$ cat config.mk
export PLATFORM = sky130hd
export DESIGN_NAME = ntm_mult_top
export DESIGN_NICKNAME = d
export VERILOG_FILES = /design/src/design/ntm_mult_pkg.sv /design/src/design/ntm_apb_regs.sv /design/src/design/ntm_index_counter.sv /design/src/design/ntm_mod_multiplier.sv /design/src/design/ntm_mult_ctrl.sv /design/src/design/ntm_mult_top.sv
export SDC_FILE = /design/constraint.sdc
export NUM_CORES = 1
export LEC_CHECK = 0
export BUFFER_PORTS_ARGS = -buffer_cell sky130_fd_sc_hd__buf_2
export CORE_MARGIN = 3
export CORE_UTILIZATION = 39
export CTS_BUF_LIST = sky130_fd_sc_hd__clkbuf_8
export CTS_CLUSTER_SIZE = 28
export DETAILED_ROUTE_END_ITERATION = 8
export PLACE_DENSITY = 0.61
export SLEW_MARGIN = 10
export SYNTH_ARGS = -nofsm -noshare
export SYNTH_HDL_FRONTEND = slang
export SYNTH_SLANG_ARGS = --single-unit
$ cat constraint.sdc
create_clock -name CLK -period 12.5 [get_ports CLK]
set_input_delay 1.25 -clock CLK [delete_from_list [all_inputs] [get_ports CLK]]
set_output_delay 1.25 -clock CLK [all_outputs]
set_load 0.005 [all_outputs]
$ cat src/design/ntm_mult_pkg.sv
// Shared constants for the engine; widths above 32 bits are not supported by the APB map
`default_nettype none

package ntm_mult_pkg;

  ////////////////////////////////////////////////////////////
  // Widths
  ////////////////////////////////////////////////////////////

  // Operand, modulus, size and APB data word
  localparam int DATA_WIDTH = 32;
  localparam int ADDR_WIDTH = 8;

  // One iteration per operand bit
  localparam int MUL_CYCLES = DATA_WIDTH;

  ////////////////////////////////////////////////////////////
  // Register map, byte offsets
  ////////////////////////////////////////////////////////////

  localparam logic [ADDR_WIDTH-1:0] REG_CTRL   = 8'h00;  // Bit 0 START, write only
  localparam logic [ADDR_WIDTH-1:0] REG_STATUS = 8'h04;  // Bit 0 BUSY, bit 1 DONE
  localparam logic [ADDR_WIDTH-1:0] REG_MODULO = 8'h08;
  localparam logic [ADDR_WIDTH-1:0] REG_SIZE_I = 8'h0C;
  localparam logic [ADDR_WIDTH-1:0] REG_SIZE_J = 8'h10;
  localparam logic [ADDR_WIDTH-1:0] REG_LENGTH = 8'h14;
  localparam logic [ADDR_WIDTH-1:0] REG_COUNT  = 8'h18;  // Read only

  ////////////////////////////////////////////////////////////
  // Controller states
  ////////////////////////////////////////////////////////////

  typedef enum logic [2:0] {
    IDLE     = 3'd0,  // No job
    LOAD     = 3'd1,  // First word of an element
    OPERAND  = 3'd2,  // Further words
    MULTIPLY = 3'd3,  // Multiplier running
    EMIT     = 3'd4   // Output pulse
  } ctrl_state_e;

endpackage

`default_nettype wire

$ cat src/design/ntm_apb_regs.sv
// APB slave with zero wait states; configuration writes are refused while a job runs
`default_nettype none

module ntm_apb_regs (
  input  wire                               CLK,
  input  wire                               RST,
  input  wire                               PSEL,
  input  wire                               PENABLE,
  input  wire                               PWRITE,
  input  wire [ntm_mult_pkg::ADDR_WIDTH-1:0] PADDR,
  input  wire [ntm_mult_pkg::DATA_WIDTH-1:0] PWDATA,
  output logic [ntm_mult_pkg::DATA_WIDTH-1:0] PRDATA,
  output logic                              PREADY,
  output logic                              PSLVERR,
  input  wire                               busy,
  input  wire                               job_done,
  input  wire                               out_valid,
  output logic                              start,
  output logic [ntm_mult_pkg::DATA_WIDTH-1:0] modulo,
  output logic [ntm_mult_pkg::DATA_WIDTH-1:0] size_i,
  output logic [ntm_mult_pkg::DATA_WIDTH-1:0] size_j,
  output logic [ntm_mult_pkg::DATA_WIDTH-1:0] length,
  output logic                              irq
);

  import ntm_mult_pkg::*;

  logic                  access;
  logic                  mapped;
  logic                  is_cfg;
  logic                  wr_ok;
  logic                  done;
  logic [DATA_WIDTH-1:0] count;

  ////////////////////////////////////////////////////////////
  // Address decode
  ////////////////////////////////////////////////////////////

  // Second cycle of a transfer
  assign access = PSEL && PENABLE;

  always_comb begin
    is_cfg = (PADDR == REG_MODULO) || (PADDR == REG_SIZE_I) ||
             (PADDR == REG_SIZE_J) || (PADDR == REG_LENGTH);
    mapped = is_cfg || (PADDR == REG_CTRL) || (PADDR == REG_STATUS) ||
             (PADDR == REG_COUNT);
  end

  // Never any wait state
  assign PREADY = 1'b1;

  // Unmapped, busy config write, or CTRL read
  assign PSLVERR = access && (!mapped || (PWRITE && is_cfg && busy) ||
                              (!PWRITE && (PADDR == REG_CTRL)));

  // Faulting writes have no effect
  assign wr_ok = access && PWRITE && !PSLVERR;

  ////////////////////////////////////////////////////////////
  // Registers
  ////////////////////////////////////////////////////////////

  always_ff @(posedge CLK or posedge RST) begin
    if (RST) begin
      start  <= 1'b0;
      done   <= 1'b0;
      count  <= '0;
      modulo <= '0;
      size_i <= '0;
      size_j <= '0;
      length <= '0;
    end else begin
      // One-cycle pulse, dropped while a job runs
      start <= wr_ok && (PADDR == REG_CTRL) && PWDATA[0] && !busy && !start;
      if (wr_ok) begin
        case (PADDR)
          REG_MODULO: modulo <= PWDATA;
          REG_SIZE_I: size_i <= PWDATA;
          REG_SIZE_J: size_j <= PWDATA;
          REG_LENGTH: length <= PWDATA;
          default: ;
        endcase
      end
      // Sticky DONE, cleared by the next job
      if (start) begin
        done  <= 1'b0;
        count <= '0;
      end else begin
        if (job_done)
          done <= 1'b1;
        if (out_valid)
          count <= count + 1'b1;
      end
    end
  end

  assign irq = done;

  // Read mux, sampled by the master in the access phase
  always_comb begin
    case (PADDR)
      REG_STATUS: PRDATA = {{(DATA_WIDTH-2){1'b0}}, done, busy};
      REG_MODULO: PRDATA = modulo;
      REG_SIZE_I: PRDATA = size_i;
      REG_SIZE_J: PRDATA = size_j;
      REG_LENGTH: PRDATA = length;
      REG_COUNT:  PRDATA = count;
      default:    PRDATA = '0;
    endcase
  end

  ////////////////////////////////////////////////////////////
  // Checks
  ////////////////////////////////////////////////////////////

  // Error response only in the access phase that follows a setup phase
  a_slverr_access: assert property (@(posedge CLK) disable iff (RST)
    PSLVERR |-> (PSEL && PENABLE && $past(PSEL && !PENABLE)))
    else $error("PSLVERR outside access phase");

endmodule

`default_nettype wire

$ cat src/design/ntm_index_counter.sv
// Word, column and row counters; sizes must be at least 1 and stay fixed during a job
`default_nettype none

module ntm_index_counter (
  input  wire                                CLK,
  input  wire                                RST,
  input  wire                                job_start,
  input  wire                                word_step,
  input  wire [ntm_mult_pkg::DATA_WIDTH-1:0] size_i,
  input  wire [ntm_mult_pkg::DATA_WIDTH-1:0] size_j,
  input  wire [ntm_mult_pkg::DATA_WIDTH-1:0] length,
  output logic                               first_word,
  output logic                               last_word,
  output logic                               last_col,
  output logic                               last_row
);

  import ntm_mult_pkg::*;

  logic [DATA_WIDTH-1:0] word_idx;
  logic [DATA_WIDTH-1:0] col_idx;
  logic [DATA_WIDTH-1:0] row_idx;

  // Position flags for the current word
  assign first_word = (word_idx == '0);
  assign last_word  = (word_idx == length - 1'b1);
  assign last_col   = (col_idx == size_j - 1'b1);
  assign last_row   = (row_idx == size_i - 1'b1);

  ////////////////////////////////////////////////////////////
  // Nested counting, word innermost
  ////////////////////////////////////////////////////////////

  always_ff @(posedge CLK or posedge RST) begin
    if (RST) begin
      word_idx <= '0;
      col_idx  <= '0;
      row_idx  <= '0;
    end else if (job_start) begin
      word_idx <= '0;
      col_idx  <= '0;
      row_idx  <= '0;
    end else if (word_step) begin
      if (!last_word) begin
        word_idx <= word_idx + 1'b1;
      end else begin
        // Element finished, carry into column
        word_idx <= '0;
        if (!last_col) begin
          col_idx <= col_idx + 1'b1;
        end else begin
          // Row finished; wraps after the final row
          col_idx <= '0;
          row_idx <= last_row ? '0 : row_idx + 1'b1;
        end
      end
    end
  end

endmodule

`default_nettype wire

$ cat src/design/ntm_mod_multiplier.sv
// Interleaved modular multiply; operands must be below a modulus of at most 2^31-1
`default_nettype none

module ntm_mod_multiplier (
  input  wire                                 CLK,
  input  wire                                 RST,
  input  wire                                 mul_start,
  input  wire  [ntm_mult_pkg::DATA_WIDTH-1:0] mul_a,
  input  wire  [ntm_mult_pkg::DATA_WIDTH-1:0] mul_b,
  input  wire  [ntm_mult_pkg::DATA_WIDTH-1:0] modulo,
  output logic                                mul_done,
  output logic [ntm_mult_pkg::DATA_WIDTH-1:0] mul_result
);

  import ntm_mult_pkg::*;

  localparam int CW = $clog2(MUL_CYCLES + 1);

  logic [CW-1:0]         cnt;
  logic [DATA_WIDTH-1:0] a_sh;
  logic [DATA_WIDTH-1:0] b_reg;
  logic [DATA_WIDTH-1:0] part;
  logic [DATA_WIDTH:0]   mod_x;
  logic [DATA_WIDTH:0]   dbl;
  logic [DATA_WIDTH:0]   dbl_red;
  logic [DATA_WIDTH:0]   sum;
  logic [DATA_WIDTH:0]   sum_red;

  ////////////////////////////////////////////////////////////
  // One step: double, add, reduce
  ////////////////////////////////////////////////////////////

  // One spare bit keeps 2p and p+b exact
  assign mod_x = {1'b0, modulo};

  always_comb begin
    dbl     = {part, 1'b0};
    dbl_red = (dbl >= mod_x) ? dbl - mod_x : dbl;
    // Add b when the current bit of a is set
    sum     = dbl_red + (a_sh[DATA_WIDTH-1] ? {1'b0, b_reg} : '0);
    sum_red = (sum >= mod_x) ? sum - mod_x : sum;
  end

  ////////////////////////////////////////////////////////////
  // Iteration control
  ////////////////////////////////////////////////////////////

  always_ff @(posedge CLK or posedge RST) begin
    if (RST) begin
      cnt      <= '0;
      mul_done <= 1'b0;
    end else begin
      // Last step completes in the cycle before done
      mul_done <= (cnt == CW'(1));
      if (mul_start)
        cnt <= CW'(MUL_CYCLES);
      else if (cnt != '0)
        cnt <= cnt - 1'b1;
    end
  end

  // Operands and partial product
  always_ff @(posedge CLK) begin
    if (mul_start) begin
      a_sh  <= mul_a;
      b_reg <= mul_b;
      part  <= '0;
    end else if (cnt != '0) begin
      // MSB first
      a_sh <= {a_sh[DATA_WIDTH-2:0], 1'b0};
      part <= sum_red[DATA_WIDTH-1:0];
    end
  end

  assign mul_result = part;

  ////////////////////////////////////////////////////////////
  // Checks
  ////////////////////////////////////////////////////////////

  // Reduction relies on both inputs being residues
  a_operands_reduced: assert property (@(posedge CLK) disable iff (RST)
    mul_start |-> (mul_a < modulo) && (mul_b < modulo))
    else $error("Multiplier operand not below modulus");

  a_no_restart: assert property (@(posedge CLK) disable iff (RST)
    mul_start |-> (cnt == '0))
    else $error("mul_start while multiplier busy");

endmodule

`default_nettype wire

$ cat src/design/ntm_mult_ctrl.sv
// Job sequencer; the output has no back-pressure and must be taken when out_valid pulses
`default_nettype none

module ntm_mult_ctrl (
  input  wire                                 CLK,
  input  wire                                 RST,
  input  wire                                 start,
  output logic                                busy,
  output logic                                job_done,
  input  wire                                 in_valid,
  input  wire  [ntm_mult_pkg::DATA_WIDTH-1:0] in_data,
  output logic                                in_ready,
  input  wire                                 first_word,
  input  wire                                 last_word,
  input  wire                                 last_col,
  input  wire                                 last_row,
  output logic                                job_start,
  output logic                                word_step,
  output logic                                mul_start,
  output logic [ntm_mult_pkg::DATA_WIDTH-1:0] mul_a,
  output logic [ntm_mult_pkg::DATA_WIDTH-1:0] mul_b,
  input  wire                                 mul_done,
  input  wire  [ntm_mult_pkg::DATA_WIDTH-1:0] mul_result,
  output logic                                out_valid,
  output logic                                out_row_end,
  output logic                                out_last,
  output logic [ntm_mult_pkg::DATA_WIDTH-1:0] out_data
);

  import ntm_mult_pkg::*;

  ctrl_state_e           state;
  logic                  xfer;
  logic [DATA_WIDTH-1:0] acc;
  logic [DATA_WIDTH-1:0] opnd;

  ////////////////////////////////////////////////////////////
  // Handshake and counter control
  ////////////////////////////////////////////////////////////

  assign in_ready  = (state == LOAD) || (state == OPERAND);
  assign xfer      = in_valid && in_ready;
  assign busy      = (state != IDLE);
  assign job_start = start && (state == IDLE);

  // Index stays on the word until it has been consumed;
  // the final word of an element is stepped past in EMIT
  assign word_step = (xfer && first_word && !last_word) ||
                     ((state == MULTIPLY) && mul_done && !last_word) ||
                     (state == EMIT);

  // Element output straight from the accumulator
  assign out_valid   = (state == EMIT);
  assign out_row_end = out_valid && last_col;
  assign out_last    = out_valid && last_col && last_row;
  assign out_data    = acc;
  assign job_done    = out_last;

  // Running product times new word
  assign mul_a = acc;
  assign mul_b = opnd;

  ////////////////////////////////////////////////////////////
  // State machine
  ////////////////////////////////////////////////////////////

  always_ff @(posedge CLK or posedge RST) begin
    if (RST) begin
      state     <= IDLE;
      mul_start <= 1'b0;
    end else begin
      // Issued the cycle after a non-first transfer
      mul_start <= xfer && !first_word;
      case (state)
        IDLE: begin
          if (start)
            state <= LOAD;
        end
        LOAD, OPERAND: begin
          // Stall here while the host has nothing
          if (xfer) begin
            if (!first_word)
              state <= MULTIPLY;
            else if (last_word)
              state <= EMIT;
            else
              state <= OPERAND;
          end
        end
        MULTIPLY: begin
          if (mul_done)
            state <= last_word ? EMIT : OPERAND;
        end
        EMIT: begin
          // Single cycle
          state <= (last_col && last_row) ? IDLE : LOAD;
        end
        default: state <= IDLE;
      endcase
    end
  end

  ////////////////////////////////////////////////////////////
  // Datapath
  ////////////////////////////////////////////////////////////

  always_ff @(posedge CLK) begin
    if (xfer && first_word)
      acc <= in_data;
    else if ((state == MULTIPLY) && mul_done)
      acc <= mul_result;
    // Word held for the multiplier
    if (xfer && !first_word)
      opnd <= in_data;
  end

  ////////////////////////////////////////////////////////////
  // Checks
  ////////////////////////////////////////////////////////////

  // An element only follows cycles of a job already under way
  a_out_in_job: assert property (@(posedge CLK) disable iff (RST)
    out_valid |-> (busy && $past(busy)))
    else $error("out_valid outside a job");

  // Input closed from a multiplied word until the product returns
  a_no_ready_mul: assert property (@(posedge CLK) disable iff (RST)
    (xfer && !first_word) |=> (!in_ready throughout (mul_done [->1])))
    else $error("in_ready during multiply");

endmodule

`default_nettype wire

$ cat src/design/ntm_mult_top.sv
// Engine top level; the output receiver must accept every out_valid pulse
`default_nettype none

module ntm_mult_top (
  input  wire                                 CLK,
  input  wire                                 RST,
  input  wire                                 PSEL,
  input  wire                                 PENABLE,
  input  wire                                 PWRITE,
  input  wire  [ntm_mult_pkg::ADDR_WIDTH-1:0] PADDR,
  input  wire  [ntm_mult_pkg::DATA_WIDTH-1:0] PWDATA,
  output logic [ntm_mult_pkg::DATA_WIDTH-1:0] PRDATA,
  output logic                                PREADY,
  output logic                                PSLVERR,
  input  wire                                 in_valid,
  input  wire  [ntm_mult_pkg::DATA_WIDTH-1:0] in_data,
  output logic                                in_ready,
  output logic                                out_valid,
  output logic [ntm_mult_pkg::DATA_WIDTH-1:0] out_data,
  output logic                                out_row_end,
  output logic                                out_last,
  output logic                                irq
);

  import ntm_mult_pkg::*;

  // Register file and controller
  logic                  start;
  logic                  busy;
  logic                  job_done;
  logic [DATA_WIDTH-1:0] modulo;
  logic [DATA_WIDTH-1:0] size_i;
  logic [DATA_WIDTH-1:0] size_j;
  logic [DATA_WIDTH-1:0] length;

  // Index counter
  logic job_start;
  logic word_step;
  logic first_word;
  logic last_word;
  logic last_col;
  logic last_row;

  // Multiplier
  logic                  mul_start;
  logic                  mul_done;
  logic [DATA_WIDTH-1:0] mul_a;
  logic [DATA_WIDTH-1:0] mul_b;
  logic [DATA_WIDTH-1:0] mul_result;

  ntm_apb_regs i_regs (
    .CLK(CLK), .RST(RST),
    .PSEL(PSEL), .PENABLE(PENABLE), .PWRITE(PWRITE), .PADDR(PADDR),
    .PWDATA(PWDATA), .PRDATA(PRDATA), .PREADY(PREADY), .PSLVERR(PSLVERR),
    .busy(busy), .job_done(job_done), .out_valid(out_valid), .start(start),
    .modulo(modulo), .size_i(size_i), .size_j(size_j), .length(length),
    .irq(irq)
  );

  ntm_mult_ctrl i_ctrl (
    .CLK(CLK), .RST(RST),
    .start(start), .busy(busy), .job_done(job_done),
    .in_valid(in_valid), .in_data(in_data), .in_ready(in_ready),
    .first_word(first_word), .last_word(last_word),
    .last_col(last_col), .last_row(last_row),
    .job_start(job_start), .word_step(word_step),
    .mul_start(mul_start), .mul_a(mul_a), .mul_b(mul_b),
    .mul_done(mul_done), .mul_result(mul_result),
    .out_valid(out_valid), .out_row_end(out_row_end),
    .out_last(out_last), .out_data(out_data)
  );

  ntm_index_counter i_index (
    .CLK(CLK), .RST(RST),
    .job_start(job_start), .word_step(word_step),
    .size_i(size_i), .size_j(size_j), .length(length),
    .first_word(first_word), .last_word(last_word),
    .last_col(last_col), .last_row(last_row)
  );

  ntm_mod_multiplier i_mul (
    .CLK(CLK), .RST(RST),
    .mul_start(mul_start), .mul_a(mul_a), .mul_b(mul_b), .modulo(modulo),
    .mul_done(mul_done), .mul_result(mul_result)
  );

endmodule

`default_nettype wire

==> reports/metrics.yaml <==
logic_synthesis:
  synth_area_leaders: "dfrtp_1 (24%), edfxtp_1 (14%), mux2_2 (5.2%)"
  syn_avg_cell_area_um2: 9.12
  synthXorXnorAreaFrac_pct: 8.25
  synth_edf_count: 128
  netlist_area_um2: 28000
  synth_simple_gate_area_share_pct: 20.9
  dominantRegCellSynth: "dfrtp_1"
  ys.warnings.count: 0
  synth_cells: 3076
  synth_top_area_cell: "dfrtp_1"
  synth_compound_area_share_pct: 16.0
  synth_cell_types: 87
  synthesis.nets: 3263
  muxShareOfSynthArea_pct: 6.15
  synthArstFlopShare_pct: 62.7
  synth_top_area_share_pct: 24.0
  synth_top_family_by_area: "simple AND/OR/NAND/NOR gates"
  yosysSeqAreaShare_pct: 40.0
  synth-seq-cells: 429
  synthAdderAreaFrac_pct: 4.94
timing:
  hold_ws_ps: 416
  finalHoldViolations: 0
  tightest_slew_ps: 1210
  fmax_ghz: 0.109
  setup-violations-final: 0
  slew_headroom_pct: 18.9
  grt_setup_unrepaired: "false"
  period_share_pct: 73.6
  slew_violations: 0
  setup_tns_ps: 0
  fin_crit_ps: 9200
  finClkSkew_ps: 37.9
finish:
  drive_gt1_share_pct: 14.6
  fill_cells: 6988
  nets: 3346
  final_cells: 4160
  synthToLayoutAreaGrowth_pct: 11.0
  multi_input_area_um2: 15800
  register_area_um2: 11200
  final_common_cell: "nand2_1"
  layout_common_cells: "nand2_1 (305), dfrtp_1 (268), nor2_1 (252), o21ai_0 (197), a21oi_1 (150)"
  final_core_util_pct: 44.1
critical_path:
  required_ps: 13080
  worst_setup_path_end_kind: "flip-flop"
  worst_r2r_startpoint: "i_regs.modulo[16]$_DFFE_PP0P_"
  max_stage_delay_ps: 910
  r2r_cells: 30
  arrival_ps: 9780
  cp_max_fo: 53
  crit_buf_inv: 2
  rrSetupSlack_ps: 3300
  critPathTopFamily: "compound AO/OA/AOI/OAI gates"
  setup.worst_path.class: "flip-flop to flip-flop"
  cpMaxStageDelayCell: "or2_2"
  worstReg2RegEnd: "i_mul.mul_result[11]$_SDFFE_PP0P_"
  start_kind: "flip-flop"
grt:
  grt_pass1_vias: 22500
  grt_overflow: 0
  grt_util_met2_pct: 36.7
  grtUsageTotal_pct: 23.1
  grtUsageMet1_pct: 32.3
  grt_pass1_wl_mm: 135
  grtUsageMet3_pct: 3.19
  antenna_found_initial: 3
  grt_max_degree: 92
  grt-busiest-layer: "met2"
routing:
  viasPerCell: 5.73
  antenna_left: 0
  vias: 23900
  drtIter0Drc: 2204
  first_pass_iters: 6
  totalWireLength_mm: 87.7
  drcViolationCount: 0
  wire_per_inst_um: 21.1
placed_design:
  dp.cells: 4019
  hpwl_mm: 66.2
  io_buffers: 147
  gp_congestion: 0.962
pwr:
  vdd_drop_max_uv: 75.0
  p_total_mw: 2.86
  powerDensity_nw_per_um2: 92.0
  leakage_nw: 13.5
floorplanning:
  die_h_um: 274
  initial_utilization_pct: 39.7
  die_x_um: 274
  ios: 149
  rows: 97
  dieArea_um2: 75100
  core-area_um2: 70600
hold_path:
  hold_path_depth: 0
  hold_end: "i_mul.b_reg[21]$_DFFE_PP_"
  hp-class: "flip-flop to flip-flop"
  min_from: "i_ctrl.mul_b[21]$_DFFE_PP_"
clock_network:
  post_cts_buffers: 0
  h-tree-depth: 3
  hold_buffers: 0
  cts_buffers: 78
  path_clk_slew_ps: 70
  cts_buffer_depth: 3
  cts_tree: "built"
  cts-resized-gates: 0
  numClockSinks: 429
  worst_skew_pair.late_latency_ps: 680
  root_buffer: "clkbuf_8"
flow_run:
  drv_cap: 0
run_status:
  status: "complete, no violations"
[power by group]
part	internal, mW	leakage, nW	total [mW]	switching, mW
logic	0.0125	7.85	0.0547	0.0422
clock network	0.746	0.905	1.37	0.621
registers	1.44	4.75	1.44	0.000351
[per-stage QoR]
step / cell area [um^2] / setup WS (ps)
finish: 31100 / 3300
global route: 31100 / 2360
CTS: 31100 / 3260
detailed placement: 29500 / 3290
global placement: 29500 / 3590
floorplan: 28000 / 3840
[layer usage]
layer,wire (um),up-vias
met5,11,-
met4,2890,2
met3,4920,156
met2,39900,735
met1,40000,11600
li1,-,11400
[synth_stat cells, drive strengths merged (106+ instances only)]
cell type and count:
xnor2 147, a21oi 150, nand3 109, xor2 117, edfxtp 128, dfrtp 269, nor2 255, o21ai 199
clkbuf 138, nand2 305, mux2 130, ha 106
[cell families (layout without fill, tap and decap cells)]
| group | count (synthesis) | after routing |
|---|---|---|
| AOI/OAI and AO/OA | 692 | 692 |
| buffers and inverters | 269 | 412 |
| other | 1 | 2 |
| DFF | 429 | 429 |
| and+or+nand+nor | 1156 | 1156 |
| xor gates and xnor gates | 264 | 264 |
| adders and majority gates | 109 | 109 |
| muxes | 156 | 156 |
[cell type report]
type	count	share of cell area, %
Antenna cell	1	0.00804
Clock buffer	98	4.33
Clock inverter	42	0.760
Inverter	98	1.21
Multi-Input combinational cell	2378	50.8
Sequential cell	429	36.1
Tap cell	940	3.78
Timing Repair Buffer	174	3.02
[worst max path at each step]
stage,start,to,slack (ps),cells past startpoint
2_1_floorplan,RST,i_ctrl.mul_start$_DFF_PP0_,3840,1
3_3_place_gp,i_regs.modulo[16]$_DFFE_PP0P_,i_mul.mul_result[24]$_SDFFE_PP0P_,3590,30
3_5_place_dp,i_regs.modulo[16]$_DFFE_PP0P_,i_mul.mul_result[11]$_SDFFE_PP0P_,3290,30
4_1_cts,i_regs.modulo[16]$_DFFE_PP0P_,i_mul.mul_result[11]$_SDFFE_PP0P_,3260,30
5_1_grt,i_regs.modulo[1]$_DFFE_PP0P_,i_mul.mul_result[1]$_SDFFE_PP0P_,2360,30
6_report,i_regs.modulo[16]$_DFFE_PP0P_,i_mul.mul_result[11]$_SDFFE_PP0P_,3300,30
Power figures use the tool's default switching activity.
